## config.mk

```make
export PLATFORM = sky130hd
export DESIGN_NAME = core_top
export DESIGN_NICKNAME = d
export VERILOG_FILES = /design/src/mem_pkg.sv /design/src/core_pkg.sv /design/src/fetch_unit.sv /design/src/exec_unit.sv /design/src/core_top.sv
export VERILOG_INCLUDE_DIRS = /design/src
export SDC_FILE = /design/constraint.sdc
export NUM_CORES = 2
export LEC_CHECK = 0
export BUFFER_PORTS_ARGS = -buffer_cell sky130_fd_sc_hd__buf_2
export CORE_MARGIN = 2
export CORE_UTILIZATION = 45
export CTS_BUF_LIST = sky130_fd_sc_hd__clkbuf_4 sky130_fd_sc_hd__clkbuf_8
export DETAILED_ROUTE_END_ITERATION = 6
export PLACE_DENSITY_LB_ADDON = 0.08
export SETUP_SLACK_MARGIN = 0.2
export SLEW_MARGIN = 15
export SYNTH_ARGS = -nofsm -noshare
export SYNTH_HDL_FRONTEND = slang
export SYNTH_SLANG_ARGS = --single-unit
```

## constraint.sdc

```tcl
create_clock -name clk -period 13.35 [get_ports clk]
set_clock_uncertainty 0.2 [all_clocks]
set_input_delay 0.6675 -clock clk [delete_from_list [all_inputs] [get_ports clk]]
set_output_delay 0.6675 -clock clk [all_outputs]
set_load 0.01 [all_outputs]
```

## src/core_params.svh

```systemverilog
// Core parameters
// Shared widths, fetch depth, reset PC and assertion bounds

`ifndef CORE_PARAMS_SVH
`define CORE_PARAMS_SVH

// Opaque tag width on both memory ports
`define CORE_OPAQ_BITS 8

// Max fetch requests in flight, also the fetch queue depth
`define CORE_FETCH_DEPTH 2

// First instruction address after reset
`define CORE_RESET_PC 32'h0000_0000

// Cycles allowed for a load or store to leave wait_mem
`define CORE_MEM_TIMEOUT 100

`endif

```

## src/mem_pkg.sv

```systemverilog
// Memory types
// Address, data and tag types plus request and response messages

`default_nettype none

`include "core_params.svh"

package mem_pkg;

  typedef logic [31:0] addr_t;
  typedef logic [31:0] word_t;
  typedef logic [`CORE_OPAQ_BITS-1:0] opaq_t;

  typedef enum logic {
    mem_read  = 1'b0,
    mem_write = 1'b1
  } mem_op_t;

  // Request message, 73 bits
  typedef struct packed {
    mem_op_t op;
    opaq_t   opaq;
    addr_t   addr;
    word_t   data;
  } mem_req_t;

  // Response message, 41 bits, tag echoed back
  typedef struct packed {
    mem_op_t op;
    opaq_t   opaq;
    word_t   data;
  } mem_resp_t;

endpackage

`default_nettype wire

```

## src/core_pkg.sv

```systemverilog
// Core types
// Decoded instruction, fetch packet, redirect, trace record, execute FSM

`default_nettype none

package core_pkg;

  typedef logic [4:0] reg_idx_t;

  // Supported subset, anything else decodes to op_illegal
  typedef enum logic [2:0] {
    op_addi,
    op_add,
    op_lw,
    op_sw,
    op_bne,
    op_illegal
  } opcode_t;

  typedef struct packed {
    opcode_t        opcode;
    reg_idx_t       rd;
    reg_idx_t       rs1;
    reg_idx_t       rs2;
    mem_pkg::word_t imm;
  } inst_t;

  // Fetch to execute
  typedef struct packed {
    mem_pkg::addr_t pc;
    mem_pkg::word_t inst;
  } fetch_pkt_t;

  // Execute to fetch, one cycle pulse
  typedef struct packed {
    logic           val;
    mem_pkg::addr_t target;
  } redirect_t;

  // Retirement record, 70 bits
  typedef struct packed {
    mem_pkg::addr_t pc;
    reg_idx_t       waddr;
    mem_pkg::word_t wdata;
    logic           wen;
  } inst_trace_t;

  typedef enum logic [1:0] {
    st_idle,
    st_wait_mem,
    st_retire
  } exec_state_t;

endpackage

`default_nettype wire

```

## src/fetch_unit.sv

```systemverilog
// Fetch unit
// Issues instruction reads, tags them with an epoch and slot, drops
// wrong-path responses and queues fetched words for execute

`default_nettype none

`include "core_params.svh"

module fetch_unit (
  input  logic                 clk,
  input  logic                 reset,
  output mem_pkg::mem_req_t    imem_req,
  output logic                 imem_req_val,
  input  logic                 imem_req_rdy,
  input  mem_pkg::mem_resp_t   imem_resp,
  input  logic                 imem_resp_val,
  output logic                 imem_resp_rdy,
  input  core_pkg::redirect_t  redirect,
  output core_pkg::fetch_pkt_t pkt,
  output logic                 pkt_val,
  input  logic                 pkt_rdy
);

  // Tag layout is {epoch, slot}
  localparam int slot_bits  = $clog2(`CORE_FETCH_DEPTH);
  localparam int epoch_bits = `CORE_OPAQ_BITS - slot_bits;
  localparam int cnt_bits   = $clog2(`CORE_FETCH_DEPTH + 1);

  mem_pkg::addr_t        pc;
  logic [epoch_bits-1:0] epoch;
  logic [slot_bits-1:0]  issue_slot;
  logic [cnt_bits-1:0]   inflight;
  logic [cnt_bits:0]     occupancy;

  // PC of each outstanding request, indexed by slot
  mem_pkg::addr_t        slot_pc [`CORE_FETCH_DEPTH];

  core_pkg::fetch_pkt_t  q_mem [`CORE_FETCH_DEPTH];
  logic [slot_bits-1:0]  q_head;
  logic [slot_bits-1:0]  q_tail;
  logic [cnt_bits-1:0]   q_count;

  logic                  issue;
  logic                  resp_fire;
  logic                  enq;
  logic                  deq;
  logic [slot_bits-1:0]  resp_slot;
  logic [epoch_bits-1:0] resp_epoch;

  // ----------------------------------------
  // Issue and response control
  // ----------------------------------------

  // Queue space is reserved for everything in flight
  assign occupancy = inflight + q_count;
  // No issue in a redirect cycle, the new PC goes out next cycle
  assign issue = (!imem_req_val || imem_req_rdy) && !redirect.val &&
                 (int'(occupancy) < `CORE_FETCH_DEPTH);

  // Room is always reserved, so responses never stall
  assign imem_resp_rdy = 1'b1;
  assign resp_fire     = imem_resp_val && imem_resp_rdy;
  assign resp_slot     = imem_resp.opaq[slot_bits-1:0];
  assign resp_epoch    = imem_resp.opaq[`CORE_OPAQ_BITS-1:slot_bits];

  // Stale epoch or same-cycle redirect means wrong path
  assign enq = resp_fire && (resp_epoch == epoch) && !redirect.val;
  assign deq = pkt_val && pkt_rdy;

  assign pkt     = q_mem[q_head];
  assign pkt_val = (q_count != '0);

  always_ff @(posedge clk) begin
    if (reset) begin
      pc           <= `CORE_RESET_PC;
      epoch        <= '0;
      issue_slot   <= '0;
      inflight     <= '0;
      imem_req_val <= 1'b0;
      q_head       <= '0;
      q_tail       <= '0;
      q_count      <= '0;
    end else begin
      // Held request stays valid until taken
      imem_req_val <= issue || (imem_req_val && !imem_req_rdy);
      inflight     <= inflight + cnt_bits'(issue) - cnt_bits'(resp_fire);
      if (issue) begin
        pc         <= pc + 32'd4;
        issue_slot <= issue_slot + 1'b1;
      end
      if (redirect.val) begin
        pc    <= redirect.target;
        epoch <= epoch + 1'b1;
        // Flush queued wrong-path words
        q_head  <= '0;
        q_tail  <= '0;
        q_count <= '0;
      end else begin
        if (enq)
          q_tail <= q_tail + 1'b1;
        if (deq)
          q_head <= q_head + 1'b1;
        q_count <= q_count + cnt_bits'(enq) - cnt_bits'(deq);
      end
    end
  end

  // Request payload and queue storage
  always_ff @(posedge clk) begin
    if (issue) begin
      imem_req <= '{op: mem_pkg::mem_read, opaq: {epoch, issue_slot}, addr: pc, data: '0};
      slot_pc[issue_slot] <= pc;
    end
    if (enq)
      q_mem[q_tail] <= '{pc: slot_pc[resp_slot], inst: imem_resp.data};
  end

  // ----------------------------------------
  // Assertions
  // ----------------------------------------

  a_inflight_max: assert property (@(posedge clk) disable iff (reset)
    int'(inflight) <= `CORE_FETCH_DEPTH)
    else $error("fetch: %0d requests in flight", inflight);

  a_req_stable: assert property (@(posedge clk) disable iff (reset)
    imem_req_val && !imem_req_rdy |=> imem_req_val && $stable(imem_req))
    else $error("fetch: imem request changed under back-pressure");

endmodule

`default_nettype wire

```

## src/exec_unit.sv

```systemverilog
// Execute unit
// Decode, register file, ALU, load/store sequencing, branch resolution
// and one trace record per retired instruction

`default_nettype none

`include "core_params.svh"

module exec_unit (
  input  logic                  clk,
  input  logic                  reset,
  input  core_pkg::fetch_pkt_t  pkt,
  input  logic                  pkt_val,
  output logic                  pkt_rdy,
  output mem_pkg::mem_req_t     dmem_req,
  output logic                  dmem_req_val,
  input  logic                  dmem_req_rdy,
  input  mem_pkg::mem_resp_t    dmem_resp,
  input  logic                  dmem_resp_val,
  output logic                  dmem_resp_rdy,
  output core_pkg::redirect_t   redirect,
  output core_pkg::inst_trace_t trace,
  output logic                  trace_val
);

  core_pkg::exec_state_t state;
  core_pkg::inst_t       dec;
  core_pkg::inst_t       dec_q;
  mem_pkg::addr_t        pc_q;
  mem_pkg::word_t        rs1_val;
  mem_pkg::word_t        rs2_val;
  mem_pkg::word_t        rs1_q;
  mem_pkg::word_t        rs2_q;
  mem_pkg::word_t        ld_data_q;
  mem_pkg::word_t        rf [32];

  logic [6:0]            op_field;
  logic [2:0]            funct3;
  logic [6:0]            funct7;
  mem_pkg::word_t        imm_i;
  mem_pkg::word_t        imm_s;
  mem_pkg::word_t        imm_b;

  logic                  req_sent;
  logic                  pkt_fire;
  logic                  req_fire;
  logic                  resp_fire;
  logic                  is_mem;
  logic                  rf_wen;
  logic                  br_taken;
  mem_pkg::word_t        alu_b;
  mem_pkg::word_t        alu_sum;
  mem_pkg::word_t        wb_data;

  // ----------------------------------------
  // Decode and operand read
  // ----------------------------------------

  assign op_field = pkt.inst[6:0];
  assign funct3   = pkt.inst[14:12];
  assign funct7   = pkt.inst[31:25];
  assign imm_i    = {{20{pkt.inst[31]}}, pkt.inst[31:20]};
  assign imm_s    = {{20{pkt.inst[31]}}, pkt.inst[31:25], pkt.inst[11:7]};
  assign imm_b    = {{19{pkt.inst[31]}}, pkt.inst[31], pkt.inst[7],
                     pkt.inst[30:25], pkt.inst[11:8], 1'b0};

  always_comb begin
    dec.rd     = pkt.inst[11:7];
    dec.rs1    = pkt.inst[19:15];
    dec.rs2    = pkt.inst[24:20];
    dec.opcode = core_pkg::op_illegal;
    dec.imm    = '0;
    case (op_field)
      7'b0010011: if (funct3 == 3'b000) begin
        dec.opcode = core_pkg::op_addi;
        dec.imm    = imm_i;
      end
      7'b0110011: if (funct3 == 3'b000 && funct7 == 7'b0) begin
        dec.opcode = core_pkg::op_add;
      end
      7'b0000011: if (funct3 == 3'b010) begin
        dec.opcode = core_pkg::op_lw;
        dec.imm    = imm_i;
      end
      7'b0100011: if (funct3 == 3'b010) begin
        dec.opcode = core_pkg::op_sw;
        dec.imm    = imm_s;
      end
      7'b1100011: if (funct3 == 3'b001) begin
        dec.opcode = core_pkg::op_bne;
        dec.imm    = imm_b;
      end
      default: dec.opcode = core_pkg::op_illegal;
    endcase
  end

  // x0 reads as zero
  assign rs1_val = (dec.rs1 == '0) ? '0 : rf[dec.rs1];
  assign rs2_val = (dec.rs2 == '0) ? '0 : rf[dec.rs2];
  assign is_mem  = (dec.opcode == core_pkg::op_lw) || (dec.opcode == core_pkg::op_sw);

  // ----------------------------------------
  // FSM and handshakes
  // ----------------------------------------

  // One instruction at a time, so no forwarding needed
  assign pkt_rdy       = (state == core_pkg::st_idle);
  assign pkt_fire      = pkt_val && pkt_rdy;
  assign dmem_req_val  = (state == core_pkg::st_wait_mem) && !req_sent;
  assign dmem_resp_rdy = (state == core_pkg::st_wait_mem) && req_sent;
  assign req_fire      = dmem_req_val && dmem_req_rdy;
  assign resp_fire     = dmem_resp_val && dmem_resp_rdy;

  always_ff @(posedge clk) begin
    if (reset) begin
      state    <= core_pkg::st_idle;
      req_sent <= 1'b0;
    end else begin
      case (state)
        core_pkg::st_idle: if (pkt_fire) begin
          state    <= is_mem ? core_pkg::st_wait_mem : core_pkg::st_retire;
          req_sent <= 1'b0;
        end
        core_pkg::st_wait_mem: begin
          if (req_fire)
            req_sent <= 1'b1;
          if (resp_fire)
            state <= core_pkg::st_retire;
        end
        core_pkg::st_retire: state <= core_pkg::st_idle;
        default: state <= core_pkg::st_idle;
      endcase
    end
  end

  // Latched instruction, operands, load data, register writes
  always_ff @(posedge clk) begin
    if (pkt_fire) begin
      pc_q  <= pkt.pc;
      dec_q <= dec;
      rs1_q <= rs1_val;
      rs2_q <= rs2_val;
    end
    if (resp_fire)
      ld_data_q <= dmem_resp.data;
    if (rf_wen)
      rf[dec_q.rd] <= wb_data;
  end

  // ----------------------------------------
  // ALU, memory request, retirement
  // ----------------------------------------

  // Shared adder: sum for ADD/ADDI, address for LW/SW
  assign alu_b   = (dec_q.opcode == core_pkg::op_add) ? rs2_q : dec_q.imm;
  assign alu_sum = rs1_q + alu_b;

  // Payload held by the latched registers while waiting
  assign dmem_req = '{
    op:   (dec_q.opcode == core_pkg::op_sw) ? mem_pkg::mem_write : mem_pkg::mem_read,
    opaq: '0,
    addr: alu_sum,
    data: rs2_q
  };

  assign rf_wen = (state == core_pkg::st_retire) && (dec_q.rd != '0) &&
                  ((dec_q.opcode == core_pkg::op_addi) ||
                   (dec_q.opcode == core_pkg::op_add) ||
                   (dec_q.opcode == core_pkg::op_lw));
  assign wb_data = (dec_q.opcode == core_pkg::op_lw) ? ld_data_q : alu_sum;

  // Taken branch redirects in its retire cycle
  assign br_taken        = (dec_q.opcode == core_pkg::op_bne) && (rs1_q != rs2_q);
  assign redirect.val    = (state == core_pkg::st_retire) && br_taken;
  assign redirect.target = pc_q + dec_q.imm;

  assign trace_val   = (state == core_pkg::st_retire);
  assign trace.pc    = pc_q;
  assign trace.wen   = rf_wen;
  assign trace.waddr = rf_wen ? dec_q.rd : '0;
  assign trace.wdata = rf_wen ? wb_data : '0;

  // ----------------------------------------
  // Assertions
  // ----------------------------------------

  a_resp_in_wait: assert property (@(posedge clk) disable iff (reset)
    dmem_resp_val |-> state == core_pkg::st_wait_mem)
    else $error("exec: data response outside wait_mem");

  a_no_x0_write: assert property (@(posedge clk) disable iff (reset)
    trace_val && trace.wen |-> trace.waddr != '0)
    else $error("exec: trace write to x0");

  // Loads and stores must complete in bounded time
  a_mem_timeout: assert property (@(posedge clk) disable iff (reset)
    $rose(state == core_pkg::st_wait_mem) |->
      ##[1:`CORE_MEM_TIMEOUT] state != core_pkg::st_wait_mem)
    else $error("exec: stuck in wait_mem");

endmodule

`default_nettype wire

```

## src/core_top.sv

```systemverilog
// Core top
// Fetch and execute joined to the instruction, data and trace ports

`default_nettype none

module core_top (
  input  logic                  clk,
  input  logic                  reset,
  output mem_pkg::mem_req_t     imem_req,
  output logic                  imem_req_val,
  input  logic                  imem_req_rdy,
  input  mem_pkg::mem_resp_t    imem_resp,
  input  logic                  imem_resp_val,
  output logic                  imem_resp_rdy,
  output mem_pkg::mem_req_t     dmem_req,
  output logic                  dmem_req_val,
  input  logic                  dmem_req_rdy,
  input  mem_pkg::mem_resp_t    dmem_resp,
  input  logic                  dmem_resp_val,
  output logic                  dmem_resp_rdy,
  output core_pkg::inst_trace_t trace,
  output logic                  trace_val
);

  // Fetch to execute
  core_pkg::fetch_pkt_t pkt;
  logic                 pkt_val;
  logic                 pkt_rdy;
  // Execute back to fetch
  core_pkg::redirect_t  redirect;

  fetch_unit fetch0 (
    .clk,
    .reset,
    .imem_req,
    .imem_req_val,
    .imem_req_rdy,
    .imem_resp,
    .imem_resp_val,
    .imem_resp_rdy,
    .redirect,
    .pkt,
    .pkt_val,
    .pkt_rdy
  );

  exec_unit exec0 (
    .clk,
    .reset,
    .pkt,
    .pkt_val,
    .pkt_rdy,
    .dmem_req,
    .dmem_req_val,
    .dmem_req_rdy,
    .dmem_resp,
    .dmem_resp_val,
    .dmem_resp_rdy,
    .redirect,
    .trace,
    .trace_val
  );

endmodule

`default_nettype wire

```

# Word-level counts from Yosys, hierarchy flattened
# Memories as Yosys holds them, arrays and structs flattened. A register that Yosys moved wholly into a read port is not among the register bits.
# Index checks and enable logic that the tools add are counted.
word_totals:
  in_bits: 88
  memories: 3
  out_inout_bits: 221
  regBits: 194
  mem_bits_rw: 1216
  elab_cells: 123
mem_list:
  columns: ["memory", "depth", "word_bits", "read_ports", "rd_clocked_by_memory_dff", "wr", "line_no", "source"]
  rows:
  - ["exec0.rf", 32, 32, 2, 2, 1, "exec_unit.sv:35", "mem_pkg::word_t rf [32];"]
  - ["fetch0.q_mem", 2, 64, 1, 1, 1, "fetch_unit.sv:38", "core_pkg::fetch_pkt_t q_mem [`CORE_FETCH_DEPTH];"]
  - ["fetch0.slot_pc", 2, 32, 1, 0, 1, "fetch_unit.sv:36", "mem_pkg::addr_t slot_pc [`CORE_FETCH_DEPTH];"]
op_classes:
  n_eq_ne: 20
  n_mux: 33
  n_lt_le_gt_ge: 1
  reduce_logical: 37
  addsub: 12
op_table:
  columns: ["operator", "n"]
  rows:
  - ["$mux W32", 9]
  - ["$pmux W32 S4", 1]
  - ["$add A32 B32 Y32", 2]
  - ["$add A32 B3 Y32 const B", 1]
  - ["$ne A32 B32 Y1", 1]
  - ["$eq A3 B2 Y1 const B", 5]
  - ["$logic_and A1 B1 Y1", 15]
  - ["$pmux W3 S5", 1]
  - ["$eq A7 B6 Y1 const B", 2]
  - ["$mux W1", 12]
  - ["$mux W3", 4]
  - ["$logic_not A5 Y1", 2]
  - ["$add A7 B1 Y7 const B", 1]
  - ["$eq A7 B2 Y1 const B", 1]
  - ["$eq A7 B5 Y1 const B", 1]
  - ["$eq A7 B7 Y1", 1]
  - ["$eq A7 B7 Y1 const B", 1]
  - ["$logic_not A7 Y1", 1]
  - ["$eq A3 B1 Y1 const B", 2]
  - ["$logic_not A3 Y1", 2]
  - ["$mux W2", 3]
  - ["$reduce_bool A2 Y1", 3]
  - ["$logic_or A1 B1 Y1", 5]
  - ["$mux W5", 1]
  - ["18 further kinds", 26]

# Depth between registers and ports, before layout
logic_depth:
  word_depth: 9
  depth_mapped: 16
  ltp_nobuf: 15

# Hierarchy
# Synthesis repeated with hierarchy kept, for this count alone.
unflattened:
  cells_unflattened: 3907
  hier_area_um2: 68420.6
by_module_without_submodules:
  columns: ["mod", "seq_area_each_um2", "area_per_inst_um2", "instances", "cells_per_inst"]
  rows:
  - ["exec_unit", 35283.8, 57231.1, 1, 3190]
  - ["fetch_unit", 7927.6, 11189.5, 1, 717]

# Worst setup path before layout
# OpenSTA, ideal clock, no wires.
synth_path:
  path_type: "register -> register"
  start: "register fetch0.q_count[1]"
  end: "register fetch0.q_count[1]"
  period_less_slack_ns: 10.644
  path_buffers: 0
  t_arrival_ns: 10.321
  path_slack_ns: 2.706
  setup_time_ns: 0.122
  path_stages_with_launch: 9
  required_ns: 13.028
  path_cell_list: "dfxtp_1 nor2_1 nor3_1 ha_1 inv_1 ha_1 xor2_1 xnor2_1 nor2_1"
synth_via:
  elab_chain_cells: 3
  word_cells_on_any_way: 4
  classes_between: "add/sub: 2; reduce/logical: 2"
synth_rtl:
  columns: ["item", "line_no", "source"]
  rows:
  - ["start, declared", "fetch_unit.sv:41", "logic [cnt_bits-1:0] q_count;"]
  - ["start signal, assigned", "fetch_unit.sv:103", "q_count <= q_count + cnt_bits'(enq) - cnt_bits'(deq);"]
  - ["$reduce_bool A2 Y1", "fetch_unit.sv:71", "assign pkt_val = (q_count != '0);"]
  - ["$logic_and A1 B1 Y1", null, null]
  - ["via exec0.pkt_fire", "exec_unit.sv:45", "logic pkt_fire;"]
  - ["$sub A2 B1 Y2", "fetch_unit.sv:103", null]
# The timed path passes the listed nets, and every way through them passes these cells.
# A chain may end at the register's enable or synchronous reset.

==> tab_implementation.tex <==
\begin{tabular}{lr}
\hline
Metric & Value \\
\hline
\multicolumn{2}{l}{\textbf{Final layout}} \\
Most common cell after layout, fill and taps aside & nand2\_1 \\
Most used cells in the layout excluding fill and tap cells & nand2\_1, edfxtp\_1, nand3\_1 \\
Fraction of layout cells with a size suffix above 1 & 16.7\% \\
Area overhead of the layout relative to synthesis & 13.4\% \\
Fillers & 13400 \\
Post-Layout Inst Area & 78700 um\^{}2 \\
Total number of nets in the final design & 6366 \\
Finished Core Util & 51.2\% \\
\multicolumn{2}{l}{\textbf{Logic synthesis}} \\
Post-synthesis cell area & 69400 um\^{}2 \\
Post-synth ARST share & 0\% \\
Synth Flop Type & edfxtp\_1 \\
Top-area cell type share of the netlist area & 60.8\% \\
Flops \& latches, synth & 1456 \\
Number of distinct standard cells referenced by the synthesized netlist & 88 \\
Cell accounting for the most synthesized area & edfxtp\_1 \\
Count of mapped cells out of synthesis & 5890 \\
Largest cells by area after synthesis & edfxtp\_1, nand2\_1, mux4\_2 \\
Count of yosys warnings during synthesis & 0 \\
Number of synthesized flops with an enable pin & 1405 \\
Mean post-synth cell area & 11.8 um\^{}2 \\
Portion of the post-synthesis area used by sequential elements & 62.3\% \\
\multicolumn{2}{l}{\textbf{Routing}} \\
Count of antenna-violating nets left after detailed routing & 0 \\
DRC Markers & 0 \\
Vias per Instance & 6.16 \\
First-pass iteration count of the detailed router & 7 \\
Via Count & 51900 \\
WL/cell & 28.9 um \\
Wire length after detailed routing & 244 mm \\
Number of DRC violations after detailed-routing iteration 0 & 5964 \\
\multicolumn{2}{l}{\textbf{Worst setup path}} \\
R2r setup slk & 7120 ps \\
Reg-to-reg endpoint & exec0.rf[30][31] \\
R2r worst-path depth & 14 \\
Data arrival time of the critical path & 6670 ps \\
Data required time of the critical path & 12480 ps \\
Type of the setup path with the least slack & register to primary output \\
Critical Path End Type & primary output \\
Critical path launch point type & register \\
Worst-path fanout max & 21 \\
Reg2Reg Launch Point & exec0.dec\_q[30] \\
\multicolumn{2}{l}{\textbf{Place}} \\
Area of placed instances & 72900 um\^{}2 \\
\# port buffers & 256 \\
HPWL Detailed & 132 mm \\
Final GP Congestion & 0.906 \\
\multicolumn{2}{l}{\textbf{Global route}} \\
Global routing usage summed across all routing layers & 30.3\% \\
Remaining global-route overflow & 0 \\
Vias in the first global route & 49000 \\
Wire length of the first global-routing pass & 343 mm \\
Antenna violations before repair & 9 \\
Maximum number of pins on one net before global-route repair & 170 \\
\multicolumn{2}{l}{\textbf{Clocking}} \\
Clock tree from TritonCTS & done \\
Clock Tree Buf Depth & 4 \\
Number of levels in the clock H-tree & 5 \\
Root Buffer Master & clkbuf\_8 \\
Clock buffer count from CTS & 274 \\
Clock Sinks & 1456 \\
Setup fix buffers added after clock tree synthesis & 0 \\
Clock slew seen by the registers of the worst setup and hold paths & 60 ps \\
Clk\_lat worst skew & 990 ps \\
\multicolumn{2}{l}{\textbf{Power}} \\
Reported leakage power & 28.3 nW \\
Largest voltage drop on the vdd net & 0.184 mV \\
Total power consumption of the routed design & 17.4 mW \\
Power per standard cell area & 222 nW/um\^{}2 \\
\multicolumn{2}{l}{\textbf{Floorplan}} \\
Total core area & 154000 um\^{}2 \\
I/O pins & 309 \\
Floorplan row count & 144 \\
Width of the chip & 397 um \\
Full die area & 157000 um\^{}2 \\
Effective utilization at floorplan & 45.2\% \\
Die outline height & 397 um \\
\multicolumn{2}{l}{\textbf{Timing}} \\
Shortest clock period the worst path allows after layout & 7530 ps \\
RSZ-0062 raised after global routing & false \\
Tightest Pin Transition & 1240 ps \\
Number of hold-slack violations in the final timing report & 0 \\
Number of slew-limit violations in the final report & 0 \\
Sum of negative setup slack & 0 ps \\
Highest clock frequency the design can meet & 0.133 GHz \\
Slew HR & 16.9\% \\
Share of the cycle needed by the critical path after routing & 56.4\% \\
Final setup viols & 0 \\
\multicolumn{2}{l}{\textbf{Worst hold path}} \\
Worst hold start & reset \\
Number of instances on the worst hold path & 3 \\
Worst-case hold path end point & fetch0.pc[17] \\
Class of the tightest hold or removal check & input pin to register \\
\multicolumn{2}{l}{\textbf{Job}} \\
Total of max-cap violations & 0 \\
\multicolumn{2}{l}{\textbf{Run status}} \\
Run status & finished clean \\
\hline
\end{tabular}
## per-stage QoR
stage               hold slack (ps)  std cells  worst slack (ps)
floorplan                       238       5962              2710
global placement                269       7904              6880
detailed placement              282       7904              6860
CTS                            5.32       8420              5800
global route                   61.1       8422              5540
finish                         63.9       8424              5820
## where the power goes
part	switching (mW)	total, mW	internal, mW
logic	4.40	6.08	1.68
clock network	1.83	4.19	2.36
registers	0.273	7.17	6.90
## logic make-up after synthesis
kind of cell | synth area share [%]
mux | 6.13
xor+xnor | 1.68
other cells | 0.0108
buf+inv | 3.12
flops | 62.3
simple gates | 16.4
fa+ha+maj | 1.37
compound gates | 9.00
## flip-flops by register name (all words and copies together) (netlist names), named ones only
| name | count |
|---|---|
| fetch0.imem_req | 40 |
| fetch0.epoch | 7 |
| fetch0.imem_req_val | 1 |
| exec0.pc_q | 32 |
| exec0.ld_data_q | 32 |
| fetch0.q_tail | 1 |
| fetch0.pc | 32 |
| fetch0.inflight | 2 |
| exec0.rs2_q | 32 |
| exec0.rf | 1024 |
| exec0.state | 2 |
| fetch0.q_count | 2 |
| exec0.req_sent | 1 |
| fetch0.issue_slot | 1 |
| fetch0.q_mem | 128 |
| fetch0.q_head | 1 |
| fetch0.slot_pc | 64 |
| exec0.dec_q | 21 |
| exec0.rs1_q | 32 |
## metal layers
metal | vias up | track usage (%) | wire length [um]
li1 | 22500 | - | -
met1 | 25700 | 41.6 | 97400
met2 | 3053 | 45.9 | 107000
met3 | 672 | 6.76 | 26600
met4 | 0 | 14.3 | 12300
met5 | - | 0 | 0
## Yosys cell counts (all sizes together), types with 74 or more instances
cell and n:
nand3 414, clkbuf 298, a31oi 136, buf 171
and3 240, mux4 128, xnor2 74, a21oi 142
nand2 1661, nor2 154, edfxtp 1405, a311oi 258
mux2 91
## critical path: stages (launching register included)
cell and delay, ps:
edfxtp_1 1050, nor2b_2 1130, a21o_1 150, ha_1 220, nand2_1 240, nor3_1 240, nand3_1 290, a211oi_2 380
a21boi_1 150, o31a_1 310, o21ai_0 310, a21oi_1 230, xnor2_1 640, o22ai_1 180, buf_2 170
## worst max path at each step
| stage | startpoint | end | slack [ps] |
|---|---|---|---|
| floorplan | fetch0.q_count[1] | fetch0.q_count[1] | 2710 |
| global placement | exec0.dec_q[30] | trace[26] | 6880 |
| detailed placement | exec0.dec_q[30] | trace[26] | 6860 |
| CTS | exec0.dec_q[30] | trace[26] | 5800 |
| global route | exec0.dec_q[30] | trace[26] | 5540 |
| finish | exec0.dec_q[30] | trace[32] | 5820 |
## layout make-up
cell class	instances	area [um^2]	share of cell area, %
Clock inverter	84	612	0.778
Clock buffer	364	4490	5.71
Sequential cell	1456	43200	54.9
Inverter	33	124	0.157
Tap cell	2044	2560	3.25
Multi-Input combinational cell	4004	24700	31.5
Timing Repair Buffer	435	2900	3.68
Antenna cell	4	10.0	0.0127
## repair_timing
item / CTS / global route
hold buffers: 68 / 0
endpoints found under the hold margin: 100 / 0
gates resized for setup: 0 / 0
(Power assumes the default switching activity.)
